<file path="src/hb_mc_pkg.sv">
// --------------------
// shared definitions of the host bridge
// packet word, opcodes, register map
// and AXI response codes
// --------------------

package hb_mc_pkg;

  localparam int data_width_c = 32;

  // only these two codes do anything
  typedef enum logic [1:0] {
    op_store = 2'b01
    ,op_load = 2'b10
  } mc_op_e;

  // one 64-bit packet, seen as a store or as a load
  typedef union packed {
    struct packed {
      mc_op_e      op;
      logic [13:0] rsvd;
      logic [15:0] addr;
      logic [31:0] data;
    } store;
    struct packed {
      mc_op_e      op;
      logic [13:0] rsvd;
      logic [15:0] addr;
      logic [23:0] rsvd_lo;
      logic [7:0]  id;
    } load;
  } mc_packet_u;

  // --------------------
  // register map
  // --------------------
  localparam logic [11:0] axil_tx_lo_c    = 12'h000;
  localparam logic [11:0] axil_tx_hi_c    = 12'h004;
  localparam logic [11:0] axil_rx_data_c  = 12'h010;
  localparam logic [11:0] axil_rx_count_c = 12'h014;
  localparam logic [11:0] axil_credits_c  = 12'h018;
  localparam logic [11:0] axil_rx_id_c    = 12'h01C;

  localparam logic [1:0] resp_okay_c   = 2'd0;
  localparam logic [1:0] resp_slverr_c = 2'd2;

endpackage
</file>
<file path="src/mcl_axil_fifos.sv">
// --------------------
// AXI-lite slave to packet FIFOs
// transmit and receive circular FIFOs
// and the register decode
// --------------------
`timescale 1ns/1ps

module mcl_axil_fifos
  import hb_mc_pkg::*;
#(
  parameter int fifo_depth_p       = 4
  ,parameter int max_out_credits_p = 4
  ,localparam int credit_width_lp  = $clog2(max_out_credits_p+1)
) (
  input  logic                       clk_i
  ,input  logic                       arst_n_i
  ,input  logic [31:0]                s_axil_awaddr_i
  ,input  logic                       s_axil_awvalid_i
  ,output logic                       s_axil_awready_o
  ,input  logic [31:0]                s_axil_wdata_i
  ,input  logic [3:0]                 s_axil_wstrb_i
  ,input  logic                       s_axil_wvalid_i
  ,output logic                       s_axil_wready_o
  ,output logic [1:0]                 s_axil_bresp_o
  ,output logic                       s_axil_bvalid_o
  ,input  logic                       s_axil_bready_i
  ,input  logic [31:0]                s_axil_araddr_i
  ,input  logic                       s_axil_arvalid_i
  ,output logic                       s_axil_arready_o
  ,output logic [31:0]                s_axil_rdata_o
  ,output logic [1:0]                 s_axil_rresp_o
  ,output logic                       s_axil_rvalid_o
  ,input  logic                       s_axil_rready_i
  ,input  logic                       tx_pop_i
  ,input  logic                       rx_push_i
  ,input  logic [7:0]                 rx_id_i
  ,input  logic [data_width_c-1:0]    rx_data_i
  ,input  logic [credit_width_lp-1:0] credits_i
  ,output logic                       tx_v_o
  ,output mc_packet_u                 tx_packet_o
  ,output logic                       rx_pop_o
);

  localparam int ptr_width_lp = (fifo_depth_p > 1) ? $clog2(fifo_depth_p) : 1;
  localparam int cnt_width_lp = $clog2(fifo_depth_p+1);

  // circular pointer step, depth need not be a power of two
  function automatic logic [ptr_width_lp-1:0] ptr_inc(input logic [ptr_width_lp-1:0] ptr);
    return (ptr == ptr_width_lp'(fifo_depth_p-1)) ? '0 : ptr + 1'b1;
  endfunction

  mc_packet_u              tx_mem [fifo_depth_p];
  logic [data_width_c-1:0] rx_data_mem [fifo_depth_p];
  logic [7:0]              rx_id_mem [fifo_depth_p];
  logic [ptr_width_lp-1:0] tx_wr_ptr_r, tx_rd_ptr_r, rx_wr_ptr_r, rx_rd_ptr_r;
  logic [cnt_width_lp-1:0] tx_count_r, rx_count_r;

  logic                    wr_accept, wr_lo, wr_hi, tx_full, tx_push;
  logic [data_width_c-1:0] strb_mask, lo_r;
  logic                    bvalid_r;
  logic [1:0]              bresp_r;

  logic                    rd_accept, rx_empty, rvalid_r;
  logic [data_width_c-1:0] rd_data, rdata_r;
  logic [1:0]              rd_resp, rresp_r;

  // --------------------
  // write channel
  // --------------------
  assign wr_accept        = s_axil_awvalid_i & s_axil_wvalid_i & ~bvalid_r;
  assign s_axil_awready_o = wr_accept;
  assign s_axil_wready_o  = wr_accept;
  assign wr_lo            = (s_axil_awaddr_i[11:0] == axil_tx_lo_c);
  assign wr_hi            = (s_axil_awaddr_i[11:0] == axil_tx_hi_c);
  assign tx_full          = (tx_count_r == cnt_width_lp'(fifo_depth_p));
  // full FIFO drops the packet
  assign tx_push          = wr_accept & wr_hi & ~tx_full;

  always_comb begin
    for (int i = 0; i < 4; i++) begin
      strb_mask[8*i +: 8] = {8{s_axil_wstrb_i[i]}};
    end
  end

  always_ff @(posedge clk_i) begin
    if (wr_accept && wr_lo) begin
      lo_r <= (lo_r & ~strb_mask) | (s_axil_wdata_i & strb_mask);
    end
    if (tx_push) begin
      tx_mem[tx_wr_ptr_r] <= {s_axil_wdata_i & strb_mask, lo_r};
    end
    if (rx_push_i) begin
      rx_data_mem[rx_wr_ptr_r] <= rx_data_i;
      rx_id_mem[rx_wr_ptr_r]   <= rx_id_i;
    end
  end

  always_ff @(posedge clk_i or negedge arst_n_i) begin
    if (!arst_n_i) begin
      bvalid_r <= 1'b0;
      bresp_r  <= resp_okay_c;
    end else if (wr_accept) begin
      bvalid_r <= 1'b1;
      bresp_r  <= (wr_lo || tx_push) ? resp_okay_c : resp_slverr_c;
    end else if (s_axil_bready_i) begin
      bvalid_r <= 1'b0;
    end
  end

  assign s_axil_bvalid_o = bvalid_r;
  assign s_axil_bresp_o  = bresp_r;

  // --------------------
  // FIFO pointers
  // --------------------
  always_ff @(posedge clk_i or negedge arst_n_i) begin
    if (!arst_n_i) begin
      tx_wr_ptr_r <= '0;
      tx_rd_ptr_r <= '0;
      tx_count_r  <= '0;
      rx_wr_ptr_r <= '0;
      rx_rd_ptr_r <= '0;
      rx_count_r  <= '0;
    end else begin
      if (tx_push) begin
        tx_wr_ptr_r <= ptr_inc(tx_wr_ptr_r);
      end
      if (tx_pop_i) begin
        tx_rd_ptr_r <= ptr_inc(tx_rd_ptr_r);
      end
      if (rx_push_i) begin
        rx_wr_ptr_r <= ptr_inc(rx_wr_ptr_r);
      end
      if (rx_pop_o) begin
        rx_rd_ptr_r <= ptr_inc(rx_rd_ptr_r);
      end
      tx_count_r <= tx_count_r + cnt_width_lp'(tx_push) - cnt_width_lp'(tx_pop_i);
      rx_count_r <= rx_count_r + cnt_width_lp'(rx_push_i) - cnt_width_lp'(rx_pop_o);
    end
  end

  assign tx_v_o      = (tx_count_r != '0);
  assign tx_packet_o = tx_mem[tx_rd_ptr_r];

  // --------------------
  // read channel
  // --------------------
  assign rd_accept        = s_axil_arvalid_i & ~rvalid_r;
  assign s_axil_arready_o = ~rvalid_r;
  assign rx_empty         = (rx_count_r == '0);
  assign rx_pop_o         = rd_accept & ~rx_empty
                            & (s_axil_araddr_i[11:0] == axil_rx_data_c);

  always_comb begin
    rd_data = '0;
    rd_resp = resp_okay_c;
    case (s_axil_araddr_i[11:0])
      axil_rx_data_c: begin
        if (rx_empty) begin
          rd_resp = resp_slverr_c;
        end else begin
          rd_data = rx_data_mem[rx_rd_ptr_r];
        end
      end
      axil_rx_id_c:    rd_data = data_width_c'(rx_id_mem[rx_rd_ptr_r]);
      axil_rx_count_c: rd_data = data_width_c'(rx_count_r);
      axil_credits_c:  rd_data = data_width_c'(credits_i);
      default:         rd_resp = resp_slverr_c;
    endcase
  end

  always_ff @(posedge clk_i or negedge arst_n_i) begin
    if (!arst_n_i) begin
      rvalid_r <= 1'b0;
      rdata_r  <= '0;
      rresp_r  <= resp_okay_c;
    end else if (rd_accept) begin
      rvalid_r <= 1'b1;
      rdata_r  <= rd_data;
      rresp_r  <= rd_resp;
    end else if (s_axil_rready_i) begin
      rvalid_r <= 1'b0;
    end
  end

  assign s_axil_rvalid_o = rvalid_r;
  assign s_axil_rdata_o  = rdata_r;
  assign s_axil_rresp_o  = rresp_r;

endmodule

</file>
<file path="config.mk">
export PLATFORM = sky130hd
export DESIGN_NAME = mcl_axil_fifos
export DESIGN_NICKNAME = d
export VERILOG_FILES = /design/src/hb_mc_pkg.sv /design/src/mcl_axil_fifos.sv
export SDC_FILE = /design/constraint.sdc
export NUM_CORES = 1
export LEC_CHECK = 0
export BUFFER_PORTS_ARGS = -buffer_cell sky130_fd_sc_hd__buf_4
export CORE_ASPECT_RATIO = 1.2
export CORE_MARGIN = 3
export CORE_UTILIZATION = 41
export CTS_CLUSTER_SIZE = 20
export DETAILED_ROUTE_END_ITERATION = 8
export HOLD_SLACK_MARGIN = 0.1
export PLACE_DENSITY_LB_ADDON = 0.12
export SYNTH_ARGS = -nofsm -noshare
export SYNTH_HDL_FRONTEND = slang
export SYNTH_SLANG_ARGS = --single-unit
</file>
<file path="constraint.sdc">
create_clock -name clk_i -period 3.6 [get_ports clk_i]
set_clock_uncertainty 0.1 [all_clocks]
set_input_delay 0.36 -clock clk_i [delete_from_list [all_inputs] [get_ports clk_i]]
set_output_delay 0.36 -clock clk_i [all_outputs]
set_load 0.01 [all_outputs]
</file>
==> metrics.txt, run 1 <==
ys async rst share=0.100; CTS Buf Count=49; Critical Path AT=approximately 2.4 ns; Post-synth top cells=edfxtp_1, mux4_2, nand2_1; Clock Path Buffers=3; CTS sink count=498; initial antenna violation count=1; worst hold path class=input pin to flip-flop; Synth Instances=between 800 and 900; Synth area leaders=edfxtp_1, mux4_2, dfrtp_1; Final Max Tran Viols=0; P_leak=between 8 and 9 nW; min Tclk post-route=2.90 ns; CP required=between 3 and 4 ns; die width=200 µm; I/O Pins=between 200 and 300; Synth Warn #=0; drt via density=roughly 5.0; Max Fclk=around 0.35 GHz; gr usage total=0.162; DP HPWL=23,100 µm; wire per inst=20.7 µm; drt total wl=38,200 µm; CP max FO=28; DRT antenna net count=0; Synth top area share=0.723; crit path kind=flip-flop to output pin; first-pass GRT wire length=59,500 µm; nets=approximately 1,400; synthesized area per cell=about 21 µm²; Placeable Area=44,400 µm²; PD cells=624 nW/µm²; pin count of the biggest net entering global routing=62; final hold viol count=0; RSZ-0062 raised after global routing=no; Setup Total Neg Slack=0 ns; total gr overflow=0; hold_ws=0.125 ns; sequential share of the synthesized area=0.791; layout cell share with drive strength beyond 1=0.351; Netlist Area Pre-Place=18,600 µm²; count leader, synth=edfxtp_1; vias in the first global route=between 10,000 and 15,000; leading area contributor after synthesis=edfxtp_1; drt first pass iters=7; RePlAce Congestion=about 0.74; max_cap viols=0; ys flop type=edfxtp_1; #FFs+latches synth=498; CTS tree=yes; Final Cycle Share=0.805; post-route DRC violation count=0; # port buffers=216; Slew HR=0.441; routed vias=9,184; Worst-path clk slew=0.06 ns; # fillers=3,547; Worst-Skew Late Latency=0.57 ns; H-tree levels=2; Root Buffer=clkbuf_16; Die Y=239 µm; number of gates resized after CTS=0; Worst-Margin Slew=0.838 ns; Post-synth EDFFs=448; Initial Util=0.419; die area=48,000 µm²; final setup vio count=0; synthesis-to-finish area growth=26.5%; Worst VDD drop=approximately 400 µV; Startpoint Class=flip-flop; initial DRC count=375; outcome=finished, final reports clean; crit path capture type=output pin; num rows=84; Synth cell types=40
## layer usage
layer	track usage	routed length, µm
met1	0.198	15500
met4	0.0479	940
met2	0.288	19800
met3	0.0377	1980
met5	0	0
## registers in the layout, indices dropped and copies added, names as in the netlist, named ones only
register	count
rx_wr_ptr_r	2
tx_mem	256
s_axil_rvalid_o	1
s_axil_rresp_o	1
tx_rd_ptr_r	2
rx_id_mem	32
tx_wr_ptr_r	2
s_axil_bvalid_o	1
rx_data_mem	128
s_axil_bresp_o	1
s_axil_rdata_o	32
rx_count_r	3
rx_rd_ptr_r	2
tx_count_r	3
## path summary, 6_finish.rpt
check	start	to	slack, ns	depth (start not counted)
max	tx_rd_ptr_r[0]	tx_packet_o[17]	0.70	3
min	s_axil_wstrb_i[3]	tx_mem[2][58]	0.13	2
max reg2reg	s_axil_rvalid_o	rx_count_r[2]	0.84	10
min reg2reg	s_axil_rdata_o[30]	s_axil_rdata_o[30]	0.38	2
max in group asynchronous	arst_n_i	tx_rd_ptr_r[0]	2.49	2
min in group asynchronous	arst_n_i	s_axil_rdata_o[7]	0.30	2
## power breakdown
part	total, W	internal [W]	leakage (nW)	switching (W)
logic	0.00277	0.00148	2.70	0.00128
clock network	0.00500	0.00294	0.766	0.00206
registers	0.00691	0.00667	4.74	0.000235
total	0.0147	0.0111	8.21	0.00358
## worst max-delay path, stage by stage, from the launching register on
cell     delay [ns]
dfrtp_4        0.82
buf_12         0.30
mux4_2         0.56
buf_4          0.16
## layout by cell type, fill, tap and decap left out, types with 3 or more instances in the layout
master	Yosys	layout
edfxtp_1	448	448
buf_4	3	238
mux4_2	104	104
dlygate4sd3_1	0	81
nand2_1	61	61
clkbuf_16	0	50
dfrtp_1	50	47
and2_1	44	36
o21ai_0	35	35
inv_1	18	18
ha_1	14	14
clkbuf_1	21	14
a22oi_1	9	9
and2_2	0	8
clkinv_2	0	7
buf_12	0	7
nor2_1	6	6
clkinv_1	0	6
nor3_1	5	5
bufinv_16	0	5
mux2_2	4	4
nand3_1	3	3
or4_1	3	3
xnor2_1	3	3
## cell families (layout without fill, tap and decap cells)
kind of cell,Yosys count,after routing,synth area share
compound gates,52,52,0.0167
xor+xnor,4,4,0.00188
fa+ha+maj,16,16,0.0116
buf+inv,57,430,0.0126
flops,498,498,0.791
mux,110,110,0.130
other cells,1,3,0.000202
simple gates,133,133,0.0367
## through the flow
stage / worst slack (ns) / cell area, µm² / utilization / power [W] / std cells
2_1_floorplan: 0.217 / 18600 / - / 0.00850 / 872
3_3_place_gp: 0.378 / 21100 / 0.477 / 0.00980 / 1680
3_5_place_dp: 0.366 / 21100 / 0.477 / 0.00983 / 1680
4_1_cts: 0.564 / 23500 / 0.530 / 0.0149 / 1847
5_1_grt: 0.522 / 23500 / 0.530 / 0.0153 / 1848
6_report: 0.703 / 23500 / 0.530 / 0.0147 / 1848
## layout make-up
cell class	instances	area, µm²	area share
Inverter	18	67.6	0.00287
Clock inverter	20	233	0.00990
Clock buffer	66	1330	0.0566
Sequential cell	498	14700	0.626
Antenna cell	1	2.50	0.000106
Timing Repair Buffer	326	2740	0.116
Multi-Input combinational cell	317	3680	0.156
Tap cell	602	753	0.0320
## repair_timing
item,4_1_cts,5_1_grt
buffers inserted,0,0
hold endpoints to repair,381,0
hold buffers,81,0
Power figures use the tool's default switching activity.
==> inputs of run 2 (changes only) <==
- clock period: 3.6 -> 2.6 ns (I/O delays scaled with it)
==> metrics.txt, run 2 (synthesized netlist as in run 1, its figures left out) <==
Critical Path AT=2.78 ns (was 2.44 ns); CP required=2.95 ns (was 3.14 ns); initial antenna violation count=0 (was 1); CTS sink count=498 (unchanged); most common cell after layout, fill and taps aside=edfxtp_1 (unchanged); first-pass GRT wire length=60,800 µm (was 59,500 µm); sw frac=0.245 (was 0.244); drt via density=4.95 (was 4.97); pin count of the biggest net entering global routing=62 (unchanged); hold depth=4 (was 2); Int Pwr=0.0156 W (was 0.0111 W); die area=48,000 µm² (unchanged); nets=1,404 (was 1,378); synthesis-to-finish area growth=29.4% (was 26.5%); Crit-path slowest cell=or4_4 (was dfrtp_4); DRT antenna net count=0 (unchanged); wire per inst=20.8 µm (was 20.7 µm); gr usage total=0.166 (was 0.162); Biggest register=tx_mem (unchanged); CTS Buf Count=50 (was 49); crit path capture type=flip-flop (was output pin); CP max FO=2 (was 28); P_leak=8.43 nW (was 8.21 nW); PD cells=860 nW/µm² (was 624 nW/µm²); sequential share of power=0.459 (was 0.471); crit path kind=flip-flop to flip-flop (was flip-flop to output pin); total gr overflow=0 (unchanged); max FFs per register=256 (unchanged); Setup Total Neg Slack=0 ns (unchanged); Worst-Margin Slew=0.784 ns (was 0.838 ns); final setup vio count=0 (unchanged); Initial Util=0.419 (unchanged); Reg2Reg Depth=10 (unchanged); drt total wl=39,000 µm (was 38,200 µm); Worst-Skew Late Latency=0.57 ns (about the same); PnR Total Power=0.0207 W (was 0.0147 W); Clock Path Buffers=3 (unchanged); num rows=84 (unchanged); Root Buffer=clkbuf_16 (unchanged); # port buffers=216 (unchanged); # diodes=0 (was 1); Max Fclk=0.410 GHz; max_cap viols=0 (unchanged); most frequent cells in the layout=edfxtp_1, buf_4, mux4_2, dlygate4sd3_1, nand2_1 (unchanged); routed vias=9,291 (was 9,184); Comb pwr share=0.198 (was 0.189); Crit path largest cell delay=0.45 ns (was 0.82 ns); layout cell share with drive strength beyond 1=0.366 (was 0.351); biggest regs=tx_mem (256), rx_data_mem (128) (unchanged); Worst-path clk slew=0.06 ns (about the same); RePlAce Congestion=0.756 (was 0.743); Final Max Tran Viols=0 (unchanged); Slew HR=0.477 (was 0.441); die width=200 µm (unchanged); Clk pwr share=0.343 (was 0.341); final hold viol count=0 (unchanged); I/O Pins=259 (unchanged); vias in the first global route=10,053 (was 10,185); RSZ-0062 raised after global routing=no (unchanged); worst hold path class=input pin to flip-flop (unchanged); Placeable Area=44,400 µm² (unchanged); post-route DRC violation count=0 (unchanged); Worst VDD drop=814 µV (was 405 µV); CTS tree=yes (unchanged); # fillers=3,527 (was 3,547); Sw Pwr=0.00507 W (was 0.00358 W); drt first pass iters=4 (was 7); outcome=finished, final reports clean (unchanged); H-tree levels=2 (unchanged); initial DRC count=456 (was 375); min Tclk post-route=2.44 ns; Die Y=239 µm (unchanged); Final Cycle Share=0.937; crit-path cells=nand2b_4 -> or4_4 -> nor2b_4 -> ha_1 -> inv_1 -> ha_1 -> inv_1 -> fa_2 -> xnor2_2 -> xnor2_1 (was buf_12 -> mux4_2 -> buf_4); Startpoint Class=flip-flop (unchanged); DP HPWL=24,300 µm (was 23,100 µm)
[run 2: stage by stage]
step / cells / utilization / hold slack [ns] / instance area [µm²] / setup WS (ns)
2_1_floorplan: 872 / - / -0.136 / 18600 / -0.272
3_5_place_dp: 1696 / 0.485 / 0.296 / 21500 / -0.247
5_1_grt: 1878 / 0.543 / 0.128 / 24100 / 0.0296
3_3_place_gp: 1696 / 0.485 / 0.298 / 21500 / -0.211
4_1_cts: 1878 / 0.543 / 0.101 / 24100 / 0.0291
6_report: 1878 / 0.543 / 0.124 / 24100 / 0.163
[run 2: area by class of cell]
| cell class | instances | area [µm²] | share of cell area |
|---|---|---|---|
| Clock buffer | 63 | 1360 | 0.0566 |
| Inverter | 18 | 67.6 | 0.00281 |
| Sequential cell | 498 | 14700 | 0.611 |
| Multi-Input combinational cell | 317 | 3710 | 0.154 |
| Tap cell | 602 | 753 | 0.0313 |
| Clock inverter | 29 | 268 | 0.0111 |
| Timing Repair Buffer | 351 | 3200 | 0.133 |
[run 2: final timing paths]
kind | startpoint | to | slack, ns
setup / recovery | s_axil_rvalid_o | rx_count_r[2] | 0.16
max in group asynchronous | arst_n_i | tx_rd_ptr_r[0] | 1.61
hold reg to reg | s_axil_rdata_o[28] | s_axil_rdata_o[28] | 0.38
setup reg to reg | s_axil_rvalid_o | rx_count_r[2] | 0.16
hold / removal | s_axil_wvalid_i | s_axil_bvalid_o | 0.12
min in group asynchronous | arst_n_i | s_axil_rdata_o[7] | 0.21
[run 2: per-layer routing]
layer	global-route usage	vias up	routed length, µm
met1	0.210	4787	16200
met3	0.0408	63	2070
li1	-	4218	-
met4	0.0477	0	901
met2	0.287	223	19900
met5	0	-	0
[run 2: what timing repair did]
action	in CTS	in global routing
pin swaps	0	1
endpoints found under the hold margin	383	0
buffers inserted	2	0
setup endpoints to repair	48	1
gates resized for setup	2	0
hold buffers	88	0
[run 2: worst max-delay path: cells and delay by family (launching register included)]
kind	cells	cell delay [ns]
and+or+nand+nor	3	0.77
DFF	1	0.39
buffers and inverters	2	0.10
xor gates and xnor gates	2	0.26
adders and majority gates	3	0.70
[run 2: power by group through the flow]
stage	registers, W	logic (W)	clock network (W)
final	0.00950	0.00410	0.00710
after global routing	0.00955	0.00443	0.00766
after CTS	0.00951	0.00423	0.00733
after detailed placement	0.00976	0.00395	0
after global placement	0.00974	0.00392	0
after floorplan	0.00953	0.00226	0
==> inputs of run 3 (changes only) <==
- CELL_PAD_IN_SITES_DETAIL_PLACEMENT: not set -> 0
- CELL_PAD_IN_SITES_GLOBAL_PLACEMENT: not set -> 1
==> metrics.txt, run 3 (synthesized netlist as in run 1, its figures left out) <==
min Tclk post-route=2.47 ns (was 2.44 ns); Worst-Skew Late Latency=0.57 ns (about the same); most frequent cells in the layout=edfxtp_1, buf_4, mux4_2, dlygate4sd3_1, nand2_1 (unchanged); vias in the first global route=10,169 (was 10,053); die width=200 µm (unchanged); synthesis-to-finish area growth=28.8% (was 29.4%); wire per inst=20.6 µm (was 20.8 µm); CTS tree=yes (unchanged); Clock Path Buffers=3 (unchanged); DP HPWL=23,500 µm (was 24,300 µm); P_leak=8.39 nW (was 8.43 nW); I/O Pins=259 (unchanged); Reg2Reg Depth=10 (unchanged); max_cap viols=0 (unchanged); CTS sink count=498 (unchanged); worst hold path class=input pin to flip-flop (unchanged); CP max FO=16 (was 2); biggest regs=tx_mem (256), rx_data_mem (128) (unchanged); final worst setup slack=0.133 ns (was 0.163 ns); Crit path largest cell delay=0.54 ns (was 0.45 ns); max FFs per register=256 (unchanged); sequential share of power=0.461 (was 0.459); crit path kind=flip-flop to output pin (was flip-flop to flip-flop); pin count of the biggest net entering global routing=62 (unchanged); routed vias=9,331 (was 9,291); Placeable Area=44,400 µm² (unchanged); crit-path cells=buf_4 -> buf_12 -> mux4_2 -> buf_4 (was nand2b_4 -> or4_4 -> nor2b_4 -> ha_1 -> inv_1 -> ha_1 -> inv_1 -> fa_2 -> xnor2_2 -> xnor2_1); Root Buffer=clkbuf_16 (unchanged); Worst VDD drop=564 µV (was 814 µV); crit path capture type=output pin (was flip-flop); Initial Util=0.419 (unchanged); sw frac=0.247 (was 0.245); Clk pwr share=0.335 (was 0.343); total gr overflow=0 (unchanged); outcome=finished, final reports clean (unchanged); DP Area=21,400 µm² (was 21,500 µm²); Comb pwr share=0.204 (was 0.198); RSZ-0062 raised after global routing=no (unchanged); drt total wl=38,700 µm (was 39,000 µm); Die Y=239 µm (unchanged); Sw Pwr=0.00509 W (was 0.00507 W); final setup vio count=0 (unchanged); Worst-Margin Slew=0.777 ns (was 0.784 ns); Setup Total Neg Slack=0 ns (unchanged); PD cells=859 nW/µm² (was 860 nW/µm²); Final Cycle Share=0.949 (was 0.937); # fillers=3,557 (was 3,527); drt via density=4.97 (was 4.95); gr usage total=0.163 (was 0.166); CP required=2.24 ns (was 2.95 ns); Final Max Tran Viols=0 (unchanged); Final Cell Area=23,900 µm² (was 24,100 µm²); Critical Path AT=2.11 ns (was 2.78 ns); nets=1,402 (was 1,404); H-tree levels=2 (unchanged); DRT antenna net count=0 (unchanged); final core occ=0.540 (was 0.543); first-pass GRT wire length=60,100 µm (was 60,800 µm); num rows=84 (unchanged); drt first pass iters=4 (unchanged); RePlAce Congestion=0.709 (was 0.756); initial antenna violation count=0 (unchanged); layout cell share with drive strength beyond 1=0.360 (was 0.366); pre-CTS setup slack=-0.247 ns (about the same); CTS Buf Count=50 (unchanged); Startpoint Class=flip-flop (unchanged); most common cell after layout, fill and taps aside=edfxtp_1 (unchanged); most used cell, CP=buf_4; post-route DRC violation count=0 (unchanged); final hold viol count=0 (unchanged); Max Fclk=0.405 GHz (was 0.410 GHz); # port buffers=216 (unchanged); Crit-path slowest cell=mux4_2 (was or4_4); Slew HR=0.482 (was 0.477); initial DRC count=347 (was 456); hold depth=5 (was 4); Biggest register=tx_mem (unchanged); Worst-path clk slew=0.06 ns (about the same); die area=48,000 µm² (unchanged); Int Pwr=0.0155 W (was 0.0156 W); PnR Total Power=0.0206 W (was 0.0207 W)
[run 3: area by class of cell]
cell class,count,area (µm²),share of cell area
Sequential cell,498,14700,0.614
Clock buffer,74,1410,0.0590
Timing Repair Buffer,349,3130,0.131
Tap cell,602,753,0.0315
Antenna cell,1,2.50,0.000104
Inverter,18,67.6,0.00282
Clock inverter,20,164,0.00684
Multi-Input combinational cell,317,3710,0.155
[run 3: layer usage]
metal	GRT usage	vias up	part of all wire
met3	0.0344	60	0.043
met2	0.294	202	0.53
met5	0	-	0
met4	0.0417	0	0.020
met1	0.202	4835	0.41
li1	-	4234	-
[run 3: final timing paths]
| kind | start | endpoint | slack (ns) |
|---|---|---|---|
| max in group asynchronous | arst_n_i | tx_rd_ptr_r[0] | 1.64 |
| worst min register to register | s_axil_rdata_o[20] | s_axil_rdata_o[20] | 0.38 |
| worst max-delay path | tx_rd_ptr_r[0] | tx_packet_o[39] | 0.13 |
| min in group asynchronous | arst_n_i | s_axil_rdata_o[5] | 0.19 |
| worst min-delay path | credits_i[1] | s_axil_rdata_o[1] | 0.15 |
| worst max register to register | s_axil_rvalid_o | rx_count_r[2] | 0.18 |
[run 3: what timing repair did]
item,CTS,global route
gates resized for setup,0,2
setup buffers,5,0
hold buffers,90,0
pin swaps,0,1
endpoints found under the hold margin,385,0
endpoints found under the setup margin,47,2
[run 3: stage by stage]
stage	hold WS, ns	instances
final	0.147	1879
after global routing	0.168	1878
after CTS	0.124	1878
after detailed placement	0.286	1689
after global placement	0.296	1689
after floorplan	-0.136	872
[run 3: power by group through the flow]
stage / Sequential (W) / Combinational (W) / Clock, W
floorplan: 0.00953 / 0.00226 / 0
global placement: 0.00974 / 0.00396 / 0
detailed placement: 0.00976 / 0.00396 / 0
CTS: 0.00949 / 0.00433 / 0.00710
global route: 0.00954 / 0.00453 / 0.00743
finish: 0.00949 / 0.00420 / 0.00688
[run 3: critical path, delay by kind of cell, from the launching register on]
| kind | cells | cell delay (ns) |
|---|---|---|
| flops | 1 | 0.47 |
| mux | 1 | 0.54 |
| buf+inv | 3 | 0.52 |
